## config.mk

```make
export PLATFORM = sky130hd
export DESIGN_NAME = io_top
export DESIGN_NICKNAME = d
export VERILOG_FILES = /design/src/hw/io_regs_pkg.sv /design/src/hw/serial_pkg.sv /design/src/hw/baud_gen.sv /design/src/hw/io_reg_decode.sv /design/src/hw/io_top.sv /design/src/hw/port_unit.sv /design/src/hw/uart_rx.sv /design/src/hw/uart_tx.sv
export SDC_FILE = /design/constraint.sdc
export NUM_CORES = 1
export LEC_CHECK = 0
export BUFFER_PORTS_ARGS = -buffer_cell sky130_fd_sc_hd__buf_2
export CAP_MARGIN = 20
export CORE_MARGIN = 10
export CORE_UTILIZATION = 60
export DETAILED_ROUTE_END_ITERATION = 10
export PLACE_DENSITY_LB_ADDON = 0.12
export SLEW_MARGIN = 20
export SYNTH_ARGS = -nofsm -noshare
export SYNTH_HDL_FRONTEND = slang
export SYNTH_HIERARCHICAL = 1
export SYNTH_SLANG_ARGS = --single-unit
export TNS_END_PERCENT = 20
```

## constraint.sdc

```tcl
create_clock -name MCLK -period 6.65 [get_ports MCLK]
set_input_delay 0.665 -clock MCLK [delete_from_list [all_inputs] [get_ports MCLK]]
set_output_delay 0.665 -clock MCLK [all_outputs]
set_load 0.02 [all_outputs]
```

## src/hw/io_regs_pkg.sv

```systemverilog
////////////////////
// I/O register map
////////////////////

package io_regs_pkg;

	localparam int DATA_W = 8;
	localparam int ADDR_W = 4;
	localparam int PIN_W = 7;
	localparam int NUM_PORTS = 3;

	typedef enum logic [ADDR_W-1:0] {
		NONE    = 4'h0,
		DATA_A  = 4'h1,
		DATA_B  = 4'h2,
		DATA_C  = 4'h3,
		CTRL_A  = 4'h4,
		CTRL_B  = 4'h5,
		CTRL_C  = 4'h6,
		TX_A    = 4'h7,
		RX_A    = 4'h8,
		SCTRL_A = 4'h9,
		TX_B    = 4'hA,
		RX_B    = 4'hB,
		SCTRL_B = 4'hC,
		TX_C    = 4'hD,
		RX_C    = 4'hE,
		SCTRL_C = 4'hF
	} reg_addr_e;

	localparam int SC_RATE_LO = 6; // Rate select in bits 7:6.
	localparam int SC_RX_EN = 5;
	localparam int SC_TX_EN = 4;
	localparam int SC_RX_IE = 3; // Lowest stored bit.

	localparam int CTRL_IRQ_EN = 7;

	localparam int TX_PIN = 4;
	localparam int RX_PIN = 5;
	localparam int IRQ_PIN = 6;

endpackage

```

## src/hw/serial_pkg.sv

```systemverilog
////////////////////
// Serial format
////////////////////

package serial_pkg;

	// Rate n ticks every PRESCALE * 2**n clocks.
	localparam int PRESCALE = 4;
	localparam int NUM_RATES = 4;
	localparam int RATE_SEL_W = 2;

	localparam int OVERSAMPLE = 16; // Ticks per bit.
	localparam int FRAME_DATA_BITS = 8;

	typedef enum logic [1:0] {
		TX_IDLE,
		TX_START,
		TX_DATA,
		TX_STOP
	} tx_state_e;

	typedef enum logic [1:0] {
		RX_IDLE,
		RX_START,
		RX_DATA,
		RX_STOP
	} rx_state_e;

endpackage

```

## src/hw/baud_gen.sv

```systemverilog
////////////////////
// Baud tick source
////////////////////

`timescale 1ns/1ps

module baud_gen
(
	input MCLK,
	input reset_i,
	output logic [serial_pkg::NUM_RATES-1:0] tick_o
);
	import serial_pkg::*;

	logic [$clog2(PRESCALE)-1:0] pre_cnt;
	logic [NUM_RATES-2:0] div_cnt;
	logic base_tick;
	logic [NUM_RATES-1:0] carry;

	assign base_tick = (pre_cnt == PRESCALE - 1);

	// Each divider stage passes the carry on when it is all ones.
	always_comb
	begin
		carry[0] = base_tick;
		for (int n = 1; n < NUM_RATES; n++)
			carry[n] = carry[n-1] & div_cnt[n-1];
	end

	always_ff @(posedge MCLK)
	begin
		if (reset_i)
		begin
			pre_cnt <= '0;
			div_cnt <= '0;
			tick_o <= '0;
		end
		else
		begin
			tick_o <= carry; // One-cycle pulses.
			if (base_tick)
			begin
				pre_cnt <= '0;
				div_cnt <= div_cnt + 1'b1;
			end
			else
				pre_cnt <= pre_cnt + 1'b1;
		end
	end

endmodule

```

## src/hw/io_reg_decode.sv

```systemverilog
////////////////////
// Register decode
////////////////////

`timescale 1ns/1ps

module io_reg_decode
(
	input MCLK,
	input reset_i,
	input [io_regs_pkg::ADDR_W-1:0] addr_i,
	input wr_i,
	input rd_i,
	input [io_regs_pkg::NUM_PORTS-1:0][io_regs_pkg::DATA_W-1:0] data_img_i,
	input [io_regs_pkg::NUM_PORTS-1:0][io_regs_pkg::DATA_W-1:0] ctrl_img_i,
	input [io_regs_pkg::NUM_PORTS-1:0][io_regs_pkg::DATA_W-1:0] tx_img_i,
	input [io_regs_pkg::NUM_PORTS-1:0][io_regs_pkg::DATA_W-1:0] rx_img_i,
	input [io_regs_pkg::NUM_PORTS-1:0][io_regs_pkg::DATA_W-1:0] status_img_i,
	output logic [io_regs_pkg::NUM_PORTS-1:0] wr_data_o,
	output logic [io_regs_pkg::NUM_PORTS-1:0] wr_ctrl_o,
	output logic [io_regs_pkg::NUM_PORTS-1:0] wr_tx_o,
	output logic [io_regs_pkg::NUM_PORTS-1:0] wr_sctrl_o,
	output logic [io_regs_pkg::NUM_PORTS-1:0] rd_rx_o,
	output logic [io_regs_pkg::DATA_W-1:0] rdata_o
);
	import io_regs_pkg::*;

	reg_addr_e reg_addr;
	logic [2**ADDR_W-1:0] sel;
	logic [DATA_W-1:0] read_img;

	assign reg_addr = reg_addr_e'(addr_i);
	assign sel = {{(2**ADDR_W-1){1'b0}}, 1'b1} << reg_addr; // One-hot address.

	assign wr_data_o = {NUM_PORTS{wr_i}} & {sel[DATA_C], sel[DATA_B], sel[DATA_A]};
	assign wr_ctrl_o = {NUM_PORTS{wr_i}} & {sel[CTRL_C], sel[CTRL_B], sel[CTRL_A]};
	assign wr_tx_o = {NUM_PORTS{wr_i}} & {sel[TX_C], sel[TX_B], sel[TX_A]};
	assign wr_sctrl_o = {NUM_PORTS{wr_i}} & {sel[SCTRL_C], sel[SCTRL_B], sel[SCTRL_A]};
	assign rd_rx_o = {NUM_PORTS{rd_i}} & {sel[RX_C], sel[RX_B], sel[RX_A]};

	always_comb
	begin
		case (reg_addr)
			DATA_A: read_img = data_img_i[0];
			DATA_B: read_img = data_img_i[1];
			DATA_C: read_img = data_img_i[2];
			CTRL_A: read_img = ctrl_img_i[0];
			CTRL_B: read_img = ctrl_img_i[1];
			CTRL_C: read_img = ctrl_img_i[2];
			TX_A: read_img = tx_img_i[0];
			RX_A: read_img = rx_img_i[0];
			SCTRL_A: read_img = status_img_i[0];
			TX_B: read_img = tx_img_i[1];
			RX_B: read_img = rx_img_i[1];
			SCTRL_B: read_img = status_img_i[1];
			TX_C: read_img = tx_img_i[2];
			RX_C: read_img = rx_img_i[2];
			SCTRL_C: read_img = status_img_i[2];
			default: read_img = '0; // Address 0 reads zero.
		endcase
	end

	always_ff @(posedge MCLK)
	begin
		if (reset_i)
			rdata_o <= '0;
		else if (rd_i)
			rdata_o <= read_img; // Held until the next read.
	end

endmodule

```

## src/hw/io_top.sv

```systemverilog
////////////////////
// Controller I/O chip
////////////////////

`timescale 1ns/1ps

module io_top
(
	input MCLK,
	input reset_i,
	input [io_regs_pkg::ADDR_W-1:0] addr_i,
	input wr_i,
	input rd_i,
	input [io_regs_pkg::DATA_W-1:0] wdata_i,
	input [io_regs_pkg::PIN_W-1:0] port_a_i,
	input [io_regs_pkg::PIN_W-1:0] port_b_i,
	input [io_regs_pkg::PIN_W-1:0] port_c_i,
	output logic [io_regs_pkg::DATA_W-1:0] rdata_o,
	output logic irq_o,
	output logic [io_regs_pkg::PIN_W-1:0] port_a_o,
	output logic [io_regs_pkg::PIN_W-1:0] port_b_o,
	output logic [io_regs_pkg::PIN_W-1:0] port_c_o,
	output logic [io_regs_pkg::PIN_W-1:0] port_a_oe_o,
	output logic [io_regs_pkg::PIN_W-1:0] port_b_oe_o,
	output logic [io_regs_pkg::PIN_W-1:0] port_c_oe_o
);
	import io_regs_pkg::*;
	import serial_pkg::*;

	logic [NUM_RATES-1:0] tick;
	logic [NUM_PORTS-1:0][PIN_W-1:0] pin_in;
	logic [NUM_PORTS-1:0][PIN_W-1:0] pin_out;
	logic [NUM_PORTS-1:0][PIN_W-1:0] pin_oe;
	logic [NUM_PORTS-1:0][DATA_W-1:0] data_img;
	logic [NUM_PORTS-1:0][DATA_W-1:0] ctrl_img;
	logic [NUM_PORTS-1:0][DATA_W-1:0] tx_img;
	logic [NUM_PORTS-1:0][DATA_W-1:0] rx_img;
	logic [NUM_PORTS-1:0][DATA_W-1:0] status_img;
	logic [NUM_PORTS-1:0] wr_data;
	logic [NUM_PORTS-1:0] wr_ctrl;
	logic [NUM_PORTS-1:0] wr_tx;
	logic [NUM_PORTS-1:0] wr_sctrl;
	logic [NUM_PORTS-1:0] rd_rx;
	logic [NUM_PORTS-1:0] port_irq;

	assign pin_in = {port_c_i, port_b_i, port_a_i};
	assign port_a_o = pin_out[0];
	assign port_b_o = pin_out[1];
	assign port_c_o = pin_out[2];
	assign port_a_oe_o = pin_oe[0];
	assign port_b_oe_o = pin_oe[1];
	assign port_c_oe_o = pin_oe[2];

	baud_gen u_baud (.MCLK(MCLK), .reset_i(reset_i), .tick_o(tick));

	io_reg_decode u_decode (.MCLK(MCLK), .reset_i(reset_i), .addr_i(addr_i), .wr_i(wr_i),
		.rd_i(rd_i), .data_img_i(data_img), .ctrl_img_i(ctrl_img), .tx_img_i(tx_img),
		.rx_img_i(rx_img), .status_img_i(status_img), .wr_data_o(wr_data),
		.wr_ctrl_o(wr_ctrl), .wr_tx_o(wr_tx), .wr_sctrl_o(wr_sctrl), .rd_rx_o(rd_rx),
		.rdata_o(rdata_o));

	for (genvar p = 0; p < NUM_PORTS; p++)
	begin : g_port
		port_unit u_port (.MCLK(MCLK), .reset_i(reset_i), .pin_i(pin_in[p]), .wdata_i(wdata_i),
			.tick_i(tick), .wr_data_i(wr_data[p]), .wr_ctrl_i(wr_ctrl[p]), .wr_tx_i(wr_tx[p]),
			.wr_sctrl_i(wr_sctrl[p]), .rd_rx_i(rd_rx[p]), .pin_o(pin_out[p]),
			.pin_oe_o(pin_oe[p]), .data_img_o(data_img[p]), .ctrl_img_o(ctrl_img[p]),
			.tx_img_o(tx_img[p]), .rx_img_o(rx_img[p]), .status_img_o(status_img[p]),
			.irq_o(port_irq[p]));
	end

	always_ff @(posedge MCLK)
	begin
		if (reset_i)
			irq_o <= 1'b0;
		else
			irq_o <= |port_irq; // Active high.
	end

endmodule

```

## src/hw/port_unit.sv

```systemverilog
////////////////////
// Controller port
////////////////////

`timescale 1ns/1ps

module port_unit
(
	input MCLK,
	input reset_i,
	input [io_regs_pkg::PIN_W-1:0] pin_i,
	input [io_regs_pkg::DATA_W-1:0] wdata_i,
	input [serial_pkg::NUM_RATES-1:0] tick_i,
	input wr_data_i,
	input wr_ctrl_i,
	input wr_tx_i,
	input wr_sctrl_i,
	input rd_rx_i,
	output logic [io_regs_pkg::PIN_W-1:0] pin_o,
	output logic [io_regs_pkg::PIN_W-1:0] pin_oe_o,
	output logic [io_regs_pkg::DATA_W-1:0] data_img_o,
	output logic [io_regs_pkg::DATA_W-1:0] ctrl_img_o,
	output logic [io_regs_pkg::DATA_W-1:0] tx_img_o,
	output logic [io_regs_pkg::DATA_W-1:0] rx_img_o,
	output logic [io_regs_pkg::DATA_W-1:0] status_img_o,
	output logic irq_o
);
	import io_regs_pkg::*;
	import serial_pkg::*;

	logic [DATA_W-1:0] data_q;
	logic [DATA_W-1:0] ctrl_q;
	logic [DATA_W-1:0] tx_q;
	logic [DATA_W-1:SC_RX_IE] sctrl_q;
	logic [FRAME_DATA_BITS-1:0] rx_data;
	logic rate_tick;
	logic tx_start;
	logic tx_line;
	logic tx_busy;
	logic rx_ready;
	logic rx_error;

	always_ff @(posedge MCLK)
	begin
		if (reset_i)
		begin
			data_q <= '0;
			ctrl_q <= '0;
			tx_q <= '0;
			sctrl_q <= '0;
		end
		else
		begin
			if (wr_data_i)
				data_q <= wdata_i;
			if (wr_ctrl_i)
				ctrl_q <= wdata_i;
			if (wr_tx_i && !tx_busy)
				tx_q <= wdata_i; // Frame in progress keeps its byte.
			if (wr_sctrl_i)
				sctrl_q <= wdata_i[DATA_W-1:SC_RX_IE];
		end
	end

	assign rate_tick = tick_i[sctrl_q[SC_RATE_LO +: RATE_SEL_W]];
	assign tx_start = wr_tx_i && !tx_busy && sctrl_q[SC_TX_EN];

	uart_tx u_tx (.MCLK(MCLK), .reset_i(reset_i), .tick_i(rate_tick), .start_i(tx_start),
		.data_i(wdata_i), .line_o(tx_line), .busy_o(tx_busy));

	uart_rx u_rx (.MCLK(MCLK), .reset_i(reset_i), .tick_i(rate_tick),
		.enable_i(sctrl_q[SC_RX_EN]), .line_i(pin_i[RX_PIN]), .clear_i(rd_rx_i),
		.data_o(rx_data), .ready_o(rx_ready), .error_o(rx_error));

	always_comb
	begin
		pin_o = data_q[PIN_W-1:0];
		pin_oe_o = ctrl_q[PIN_W-1:0]; // 1 drives the pin.
		if (sctrl_q[SC_TX_EN])
		begin
			pin_o[TX_PIN] = tx_line;
			pin_oe_o[TX_PIN] = 1'b1;
		end
		if (sctrl_q[SC_RX_EN])
			pin_oe_o[RX_PIN] = 1'b0;
	end

	assign data_img_o = {data_q[DATA_W-1], pin_i};
	assign ctrl_img_o = ctrl_q;
	assign tx_img_o = tx_q;
	assign rx_img_o = rx_data;
	assign status_img_o = {sctrl_q, rx_error, rx_ready, tx_busy};

	assign irq_o = (ctrl_q[CTRL_IRQ_EN] & ~pin_i[IRQ_PIN]) | (sctrl_q[SC_RX_IE] & rx_ready);

endmodule

```

## src/hw/uart_rx.sv

```systemverilog
////////////////////
// Serial receiver
////////////////////

`timescale 1ns/1ps

module uart_rx
(
	input MCLK,
	input reset_i,
	input tick_i,
	input enable_i,
	input line_i,
	input clear_i,
	output logic [serial_pkg::FRAME_DATA_BITS-1:0] data_o,
	output logic ready_o,
	output logic error_o
);
	import serial_pkg::*;

	rx_state_e state;
	logic [1:0] sync_q;
	logic line_s;
	logic line_prev;
	logic [$clog2(OVERSAMPLE)-1:0] tick_cnt;
	logic [$clog2(FRAME_DATA_BITS)-1:0] bit_cnt;
	logic [FRAME_DATA_BITS-1:0] shift_q;
	logic sample;

	assign line_s = sync_q[1];

	// Mid-bit point of a data or stop bit.
	assign sample = enable_i && tick_i && (tick_cnt == OVERSAMPLE - 1);

	always_ff @(posedge MCLK)
	begin
		if (reset_i)
		begin
			sync_q <= 2'b11; // Line idles high.
			state <= RX_IDLE;
			line_prev <= 1'b1;
			tick_cnt <= '0;
			bit_cnt <= '0;
			data_o <= '0;
			ready_o <= 1'b0;
			error_o <= 1'b0;
		end
		else
		begin
			sync_q <= {sync_q[0], line_i};
			if (clear_i)
			begin
				ready_o <= 1'b0;
				error_o <= 1'b0;
			end
			if (!enable_i)
				state <= RX_IDLE;
			else if (tick_i)
			begin
				line_prev <= line_s;
				tick_cnt <= tick_cnt + 1'b1;
				case (state)
					RX_IDLE:
						if (line_prev && !line_s)
						begin
							state <= RX_START;
							tick_cnt <= '0;
						end
					RX_START:
						if (tick_cnt == OVERSAMPLE / 2 - 1)
						begin
							tick_cnt <= '0;
							bit_cnt <= '0;
							state <= line_s ? RX_IDLE : RX_DATA; // Glitch rejected.
						end
					RX_DATA:
						if (sample)
						begin
							bit_cnt <= bit_cnt + 1'b1;
							if (bit_cnt == FRAME_DATA_BITS - 1)
								state <= RX_STOP;
						end
					RX_STOP:
						if (sample)
						begin
							data_o <= shift_q;
							ready_o <= 1'b1;
							error_o <= ~line_s; // Bad stop bit.
							state <= RX_IDLE;
						end
					default:
						state <= RX_IDLE;
				endcase
			end
		end
	end

	always_ff @(posedge MCLK)
	begin
		if (sample && state == RX_DATA)
			shift_q <= {line_s, shift_q[FRAME_DATA_BITS-1:1]};
	end

endmodule

```

## src/hw/uart_tx.sv

```systemverilog
////////////////////
// Serial transmitter
////////////////////

`timescale 1ns/1ps

module uart_tx
(
	input MCLK,
	input reset_i,
	input tick_i,
	input start_i,
	input [serial_pkg::FRAME_DATA_BITS-1:0] data_i,
	output logic line_o,
	output logic busy_o
);
	import serial_pkg::*;

	tx_state_e state;
	logic [$clog2(OVERSAMPLE)-1:0] tick_cnt;
	logic [$clog2(FRAME_DATA_BITS)-1:0] bit_cnt;
	logic [FRAME_DATA_BITS-1:0] shift_q;
	logic bit_end;

	assign bit_end = tick_i && (tick_cnt == OVERSAMPLE - 1);
	assign busy_o = (state != TX_IDLE);

	always_ff @(posedge MCLK)
	begin
		if (reset_i)
		begin
			state <= TX_IDLE;
			tick_cnt <= '0;
			bit_cnt <= '0;
		end
		else
		begin
			if (tick_i)
				tick_cnt <= tick_cnt + 1'b1;
			case (state)
				TX_IDLE:
					if (start_i)
					begin
						state <= TX_START;
						tick_cnt <= '0;
					end
				TX_START:
					if (bit_end)
					begin
						state <= TX_DATA;
						bit_cnt <= '0;
					end
				TX_DATA:
					if (bit_end)
					begin
						bit_cnt <= bit_cnt + 1'b1;
						if (bit_cnt == FRAME_DATA_BITS - 1)
							state <= TX_STOP;
					end
				TX_STOP:
					if (bit_end)
						state <= TX_IDLE;
				default:
					state <= TX_IDLE;
			endcase
		end
	end

	always_ff @(posedge MCLK)
	begin
		if (state == TX_IDLE && start_i)
			shift_q <= data_i;
		else if (state == TX_DATA && bit_end)
			shift_q <= shift_q >> 1; // LSB first.
	end

	always_comb
	begin
		case (state)
			TX_START: line_o = 1'b0;
			TX_DATA: line_o = shift_q[0];
			default: line_o = 1'b1; // Idle and stop.
		endcase
	end

endmodule

```

## After elaboration in Yosys (flattened, before gate mapping)

Index checks and enable logic that the tools add are counted.

- Word-level logic and storage cells: 383
- Flip-flop bits (word level): 246
- Input bits: 37

- Reduce and logical (&&, ||, !) cells: 74
- $add $sub $neg: 14
- Muxes and demuxes: 130
- Magnitude comparators: 3
- Equality and inequality tests: 79
- Bitwise operators: 26
- Shift-type cells: 1

Operators with widths:

| cell | count |
|---|---|
| $pmux 8 s15 | 1 |
| $mux 2 | 33 |
| $mux 4 | 15 |
| $ne 2x2->1 const B | 30 |
| $eq 4x4->1 const B | 14 |
| $mux 8 | 6 |
| $pmux 2 s4 | 6 |
| $mux 1 | 42 |
| $mux 3 | 12 |
| $pmux 3 s2 | 6 |
| $reduce_and 5->1 | 6 |
| $eq 4x3->1 const B | 7 |
| $logic_and 1x1->1 | 27 |
| $eq 2x2->1 const B | 13 |
| $add 4x1->4 const B | 6 |
| $pmux 4 s2 | 3 |
| $reduce_bool 2->1 | 12 |
| $add 3x1->3 const B | 7 |
| $eq 3x3->1 const B | 6 |
| $reduce_and 6->1 | 3 |
| $shl 1x4->16 const A | 1 |
| $and 3x3->3 | 5 |
| $eq 2x1->1 const B | 6 |
| $logic_not 2->1 | 6 |
| 15 further kinds | 54 |

## Depth between registers and ports, before layout

Gate-level depths: netlist (run 1).

- Word-level depth: 8
- Mapped depth: 13

## By module

The synthesis (run 1) kept the hierarchy.

By module, submodules not included:

| module | area each (µm²) | cells each | times used | sequential area each (µm²) |
|---|---|---|---|---|
| port_unit | 1258.7 | 135 | 3 | 580.6 |
| uart_tx | 882.1 | 72 | 3 | 420.4 |
| uart_rx (g_port[0].u_port.u_rx ...) | 1247.4 | 122 | 2 | 680.7 |
| io_reg_decode | 1586.5 | 212 | 1 | 160.2 |
| uart_rx (g_port[2].u_port.u_rx) | 1265.0 | 116 | 1 | 680.7 |
| baud_gen | 311.5 | 25 | 1 | 180.2 |
| io_top | 28.8 | 3 | 1 | 20.0 |

## Least setup slack after synthesis (run 1)

Ideal clock, no wire load.

- Path type: input to register
- Start point: input addr_i[3] (netlist bit)
- End point: register g_port[2].u_port.u_tx.state[0]
- Required time: 6520 ps
- Setup time: 130 ps
- Path buffers: 5
- Arrival: 2514 ps
- Setup slack: 4005 ps
- Stages on the path: 13
- Cells stage by stage: buf_6 buf_6 buf_6 buf_4 nand3_1 nor2_1 nor2b_1 buf_4 and2_1 and2b_1 nor3b_4 o21a_2 nor3_2

- Word-level cells in the longest chain between the ends: 6

RTL lines:

| what | RTL line | RTL |
|---|---|---|
| start: declaration | io_top.sv:11 | `input [io_regs_pkg::ADDR_W-1:0] addr_i,` |
| $shl 1x4->16 | io_reg_decode.sv:33 | `assign sel = {{(2**ADDR_W-1){1'b0}}, 1'b1} << reg_addr;` |
| $and 3x3->3 | io_reg_decode.sv:37 | `assign wr_tx_o = {NUM_PORTS{wr_i}} & {sel[TX_C], sel[TX_B], sel[TX_A]};` |
| net wr_tx[2] | io_top.sv:41 | `logic [NUM_PORTS-1:0] wr_tx;` |
| $logic_and 1x1->1 (2 in a row) | port_unit.sv:66 | `assign tx_start = wr_tx_i && !tx_busy && sctrl_q[SC_TX_EN];` |
| net g_port[2].u_port.tx_start | port_unit.sv:37 | `logic tx_start;` |
| $ne 2x2->1 (no line) | n/a |  |
| $reduce_and 5->1 (no line) | n/a |  |
| end signal: assignment | uart_tx.sv:32 | `state <= TX_IDLE;` |
| end signal: assignment | uart_tx.sv:44 | `state <= TX_START;` |
| end signal: assignment | uart_tx.sv:50 | `state <= TX_DATA;` |
| end: declaration | uart_tx.sv:19 | `tx_state_e state;` |

The timed path passes the listed nets, and every way through them passes these cells.
A chain may end at the register's enable or synchronous reset.

## Final worst setup path (run 1)

- Start point: input addr_i[3] (netlist bit)
- End point: register g_port[1].u_port.u_tx.state[0]

- Word-level cells in the longest chain between the ends: 6

RTL lines:

| what | RTL line |
|---|---|
| $shl 1x4->16 | io_reg_decode.sv:33 |
| $and 3x3->3 | io_reg_decode.sv:37 |
| net wr_tx[1] | io_top.sv:41 |
| $logic_and 1x1->1 (2 in a row) | port_unit.sv:66 |
| net g_port[1].u_port.tx_start | port_unit.sv:37 |
| $ne 2x2->1 (no line) | n/a |
| $reduce_and 5->1 (no line) | n/a |
| end signal: assignment | uart_tx.sv:32 |
| end signal: assignment | uart_tx.sv:44 |
| end signal: assignment | uart_tx.sv:50 |
| end: declaration | uart_tx.sv:19 |

The timed path passes the listed nets, and every way through them passes these cells.

==> flow_summary.toml, run 1 <==
[critical_path]
crit_required_ns = 7.05
cp-start-kind = "input pin"
path_cells = "buf_2 > nor2b_4 > nand2_1 > nor2_1 > nor2b_1 > and2_1 > and2b_1 > nor3b_4 > o21a_2 > nor3_2"
r2r_cells = 9
crit_fanout = 35
endpoint_kind = "flip-flop"
worstReg2RegStart = "g_port[2].u_port/u_tx/state[0]$_SDFFE_PP0P_"
critPathLaunch = "addr_i[3]"
crit_path_top_delay_cell = "buf_2"
max_stage_delay_ns = 0.54
critPathKind = "input pin to flip-flop"
cp_data_arrival_time_ns = 3.48

[routing]
post-route-drc-count = 0
drt-initial-drc-count = 864
routedWlPerCell_um = 19.7
firstDrtPassIters = 6
ant_nets = 0
wirelength_um = 29300
via_per_inst = 5.89
dr_total_vias = 8764

[placed_design]
gp_congestion = 0.975
portBuffers = 87
dp_hpwl_um = 19900
placed_cell_area_um2 = 12000

[clocking]
postCtsResizedCells = 0
htree_levels = 1
clk_latency_ns = 0.53
tritoncts = "done"
clkTransAtPathRegs_ns = 0.06
cts_sinks = 246
clockBufferDepth = 3
numCtsBuffers = 25
cts_hold_buf = 0
cts_root_buffer = "clkbuf_16"
post-cts-setup-buffer-count = 0

[timing]
max_freq_ghz = 0.324
period_share_pct = 46.3
grt_setup_unrepaired = "no"
finalMaxSlewViolations = 0
fin_tns_setup_ns = 0
skew_ns = 0.0166
hold_viol = 0
setup_viol = 0
tightest_slew_ns = 1.09
relSlewSlack_pct = 27.1
fin_crit_ns = 3.08

[power_and_ir_drop]
pwr_density_cell_nw_per_um2 = 266
power.total_mw = 3.43
ir_drop_mv = 0.188
p_leak_nw = 4.86

[synth]
synth-edff-count = 48
ys_seq_elements = 246
post_synth.cell_area_avg_um2 = 9.92
synthCells = 1221
ys_seq_area_share_pct = 44.6
syn_nets = 1295
synthFlopType = "dfxtp_1"
yosys_warnings = 6
synthArstFlopShare_pct = 0
syn_area_um2 = 12100
synth.distinct_cells = 84

[floorplanning]
placementRows = 51
coreArea_um2 = 19700
initial_core_util_pct = 61.6
die_w_um = 162
die_y_um = 162
die_area_um2 = 26300
io_pins = 88

[global_route]
grt_max_degree = 106
gr-total-overflow = 0
grt_pass1_vias = 8232
gr-usage-all-layers_pct = 21.1
antenna_found_initial = 0
grt_pass1_wl_um = 45100

[outcome]
status = "complete, no violations"

[cells_and_area]
nets = 1279
final_common_cell = "dfxtp_1"
drive_gt1_share_pct = 18.5
fin_area_um2 = 12900
diodes = 0
layout_common_cells = "198 x dfxtp_1, 123 x nand2_1, 120 x nor2_1"
area_growth_pct = 6.55

[min_path]
hold_depth = 2
hold_path_class = "input pin to flip-flop"
holdCritStartpoint = "port_b_i[5]"

[job]
drv_cap = 0
[through the flow]
stage	worst slack, ns	std cells	util (%)	hold slack, ns
final	3.57	1489	65.6	0.345
after CTS	3.66	1489	65.6	0.327
after detailed placement	3.13	1443	61.0	0.398
after floorplan	4.01	1221	-	0.389
after global placement	3.24	1443	61.0	0.393
after global routing	3.37	1489	65.6	0.350
[sequential cells by signal, summed over array words and instances, names as in the netlist, 8 cells and up, named ones only]
signal / flops
g_port.u_port/ctrl_img_o: 24
g_port.u_port/data_q: 24
g_port.u_port/sctrl_q: 15
g_port.u_port/tx_img_o: 24
g_port.u_port/u_rx/bit_cnt: 9
g_port.u_port/u_rx/data_o: 24
g_port.u_port/u_rx/shift_q: 24
g_port.u_port/u_rx/tick_cnt: 12
g_port.u_port/u_tx/bit_cnt: 9
g_port.u_port/u_tx/shift_q: 24
g_port.u_port/u_tx/tick_cnt: 12
u_decode/rdata_o: 8
[routing by layer]
layer / up-vias / track usage (%) / part of all wire, %
met2: 252 / 35.0 / 47
li1: 4222 / - / -
met4: 0 / 5.42 / 2.5
met1: 4242 / 28.0 / 45
met5: - / 0 / 0
met3: 48 / 3.26 / 5.6
[synthesized netlist by cell type, types with 4 or more instances]
cell / count / area share, %
a21boi_0: 4 / 0.25
a21oi_1: 61 / 2.5
a221oi_1: 20 / 1.4
a22oi_1: 16 / 0.99
a311oi_1: 5 / 0.36
a41o_1: 4 / 0.33
and2_1: 11 / 0.57
and2_2: 4 / 0.25
and2b_1: 6 / 0.37
and3_1: 9 / 0.46
buf_2: 23 / 0.95
buf_4: 80 / 5.0
buf_6: 11 / 1.0
clkbuf_1: 14 / 0.43
clkbuf_2: 4 / 0.17
dfxtp_1: 198 / 33
edfxtp_1: 48 / 12
ha_1: 37 / 3.8
inv_1: 23 / 0.71
mux2_2: 23 / 2.1
mux2i_1: 107 / 8.8
nand2_1: 123 / 3.8
nand2b_1: 13 / 0.67
nand3_1: 16 / 0.66
nand3b_1: 8 / 0.50
nand4_1: 12 / 0.62
nand4b_1: 6 / 0.43
nor2_1: 120 / 3.7
nor2_2: 4 / 0.21
nor2b_1: 20 / 1.0
nor3_1: 26 / 1.1
nor3_2: 8 / 0.66
nor3b_1: 8 / 0.50
o21ai_0: 27 / 1.1
o22ai_1: 5 / 0.26
or2_2: 16 / 0.83
or3_1: 4 / 0.21
xnor2_1: 6 / 0.43
xor2_1: 6 / 0.43
[path summary, 6_finish.rpt]
check	end	slack (ns)
worst max-delay path	g_port[1].u_port/u_tx/state[0]$_SDFFE_PP0P_	3.57
worst min-delay path	g_port[1].u_port/u_rx/sync_q[0]$_SDFF_PP1_	0.35
worst max register to register	g_port[2].u_port/u_tx/state[0]$_SDFFE_PP0P_	4.14
worst min register to register	g_port[1].u_port/u_rx/sync_q[1]$_SDFF_PP1_	0.41
[final cells by class]
type | instances | area (um^2)
clock inverters | 16 | 224
well taps | 265 | 332
fillers | 1696 | 6750
flip-flops and latches | 246 | 5410
inverters | 23 | 86.3
multi-input cells | 818 | 5690
clock buffers | 30 | 684
repair buffers | 91 | 484
[worst max-delay path, delay by kind of cell]
kind / cells / cell delay, ns
buffers and inverters: 1 / 0.54
and+or+nand+nor: 8 / 2.07
AOI/OAI and AO/OA: 1 / 0.19
[power breakdown]
| part | switching (mW) | internal, mW |
|---|---|---|
| registers | 0.0283 | 1.54 |
| clock network | 0.604 | 0.933 |
| logic | 0.213 | 0.116 |
[cell families (layout without fill, tap and decap cells)]
group	after synthesis	in the layout	synth area share, %
XOR/XNOR	12	12	0.868
flip-flops	246	246	44.6
buffers and inverters	157	160	8.40
multiplexers	137	137	11.9
adder cells (fa/ha/maj)	37	37	3.82
AND/OR/NAND/NOR	453	453	20.2
AO/OA/AOI/OAI	179	179	10.1
Note: power is estimated with default switching activity, not from simulation.
==> run 2: changes to the inputs <==
- clock period: 6.65 -> 3.2 ns (I/O delays scaled with it)
==> run 2 against run 1 <==
Effect of this change: clock skew is 0.0085 ns lower; clock power grew 100%; wire length increased by 0.63%; sequential share of layout area down 0.49 points; largest power group unchanged; via count grew 0.62%; power is 110% higher; count of clock-buffer cells in the layout rose by 1; first-iteration DRC count down 16%; critical endpoint is now port_c_o[4]; die area stayed put.
==> flow_summary.toml, run 2 (synthesis results as in run 1) <==
[timing]
grt_setup_unrepaired = "no"
tightest_slew_ns = 1.06
fin_crit_ns = 2.33
finalMaxSlewViolations = 0
hold_viol = 0
max_freq_ghz = 0.430
skew_ns = 0.00809
period_share_pct = 72.7
fin_tns_setup_ns = 0
setup_viol = 0
relSlewSlack_pct = 29.0

[global_route]
grt_max_degree = 81
grt_pass1_vias = 8461
grt_pass1_wl_um = 46300
gr-total-overflow = 0
gr-usage-all-layers_pct = 21.7
antenna_found_initial = 0

[floorplanning]
die_y_um = 162
placementRows = 51
die_w_um = 162
coreArea_um2 = 19700
die_area_um2 = 26300
io_pins = 88
initial_core_util_pct = 61.6

[routing]
ant_nets = 0
drt-initial-drc-count = 723
detailroute.wirelength.met3_um = 1840
firstDrtPassIters = 5
via_per_inst = 5.84
post-route-drc-count = 0
wirelength_um = 29500
routed.top_layer = "met4"
routedWlPerCell_um = 19.5
wl_met1_um = 13000
wl_met2_um = 13900
dr_total_vias = 8818

[critical_path]
cp_data_arrival_time_ns = 2.01
cp_top_family = "multiplexers"
endpoint_kind = "output pin"
crit_fanout = 6
max_stage_delay_ns = 0.40
cp-start-kind = "flip-flop"
path_cells = "inv_1 > ha_1 > mux2i_1 > mux2_1 > buf_2"
critPathKind = "flip-flop to output pin"
crit_path_top_delay_cell = "dfxtp_1"
crit_required_ns = 2.88
crit_buf_inv = 2

[cells_and_area]
drive_gt1_share_pct = 19.9
layout_common_cells = "198 x dfxtp_1, 123 x nand2_1, 120 x nor2_1"
diodes = 0
fillers = 1615
layout.area.seq_um2 = 5410
multi_input_area_um2 = 5690
area_growth_pct = 7.80
final_common_cell = "dfxtp_1"
layoutNonFillerInstCount = 1511
nets = 1300

[job]
drv_cap = 0

[power_and_ir_drop]
pwr_density_cell_nw_per_um2 = 542
ir_drop_mv = 0.494
p_leak_nw = 4.95

[clocking]
clockBufferDepth = 3
postCtsResizedCells = 0
post-cts-setup-buffer-count = 0
numCtsBuffers = 26
cts_sinks = 246
clkTransAtPathRegs_ns = 0.06
tritoncts = "done"
htree_levels = 1
clk_latency_ns = 0.54
cts_root_buffer = "clkbuf_16"

[placed_design]
dp_hpwl_um = 20300
portBuffers = 87
place_inst = 1462
gp_congestion = 0.917

[outcome]
status = "complete, no violations"

[min_path]
hold_path_class = "input pin to flip-flop"
-- run 2: changes by cell type in the layout (fill, tap and decap cells not counted), sizes merged --
cell | previous run | this run
buf | 91 | 110
bufinv | 5 | 3
clkinvlp | 2 | 4
clkbuf | 30 | 31
clkinv | 6 | 7
dlygate4sd3 | 0 | 1
-- run 2: final cells by class --
class	count	area share [%]
timing repair buffer	111	4.97
sequential	246	41.4
tap	265	2.54
clock buffer	31	5.28
multi-input combinational	818	43.6
inverter	23	0.661
clock inverter	17	1.57
-- run 2: worst paths after layout --
path / slack, ns / start / endpoint / depth (start not counted)
max reg2reg: 0.91 / g_port[2].u_port/sctrl_q[6]$_SDFFE_PP0P_ / g_port[2].u_port/u_rx/error_o$_SDFF_PP0_ / 5
max: 0.87 / g_port[2].u_port/u_tx/state[0]$_SDFFE_PP0P_ / port_c_o[4] / 5
min: 0.04 / port_c_i[5] / g_port[2].u_port/u_rx/sync_q[0]$_SDFF_PP1_ / 2
min reg2reg: 0.41 / g_port[2].u_port/u_rx/sync_q[0]$_SDFF_PP1_ / g_port[2].u_port/u_rx/sync_q[1]$_SDFF_PP1_ / 1
-- run 2: timing repair --
| item | 4_1_cts | 5_1_grt |
|---|---|---|
| endpoints found under the setup margin | 0 | 0 |
| endpoints found under the hold margin | 1 | 0 |
| hold buffers | 1 | 0 |
-- run 2: stage by stage --
stage	total power [mW]	instance area, um^2	utilization, %	hold slack, ns	setup WS, ns
finish	7.07	13100	66.4	0.0442	0.874
global route	7.31	13100	66.4	0.0340	0.749
CTS	7.11	13100	66.4	0.0254	0.857
detailed placement	4.01	12100	61.8	0.397	0.664
global placement	4.00	12100	61.8	0.391	0.692
floorplan	3.86	12100	-	0.389	0.867
-- run 2: worst reg2reg max path, stage by stage, from the launching register on --
cell     delay (ns)
dfxtp_1        0.36
mux4_2         0.53
nand2_2        0.24
or4_4          0.69
mux2_4         0.35
nor2_2         0.07
-- run 2: power by group --
part / internal [mW] / switching (mW)
Sequential: 3.20 / 0.0548
Combinational: 0.254 / 0.438
Clock: 1.81 / 1.32
Total: 5.26 / 1.81
-- run 2: layer usage --
metal | GRT usage [%] | vias to the layer above
li1 | - | 4264
met1 | 28.8 | 4239
met2 | 36.1 | 256
met3 | 3.36 | 59
met4 | 5.87 | 0
met5 | 0 | -
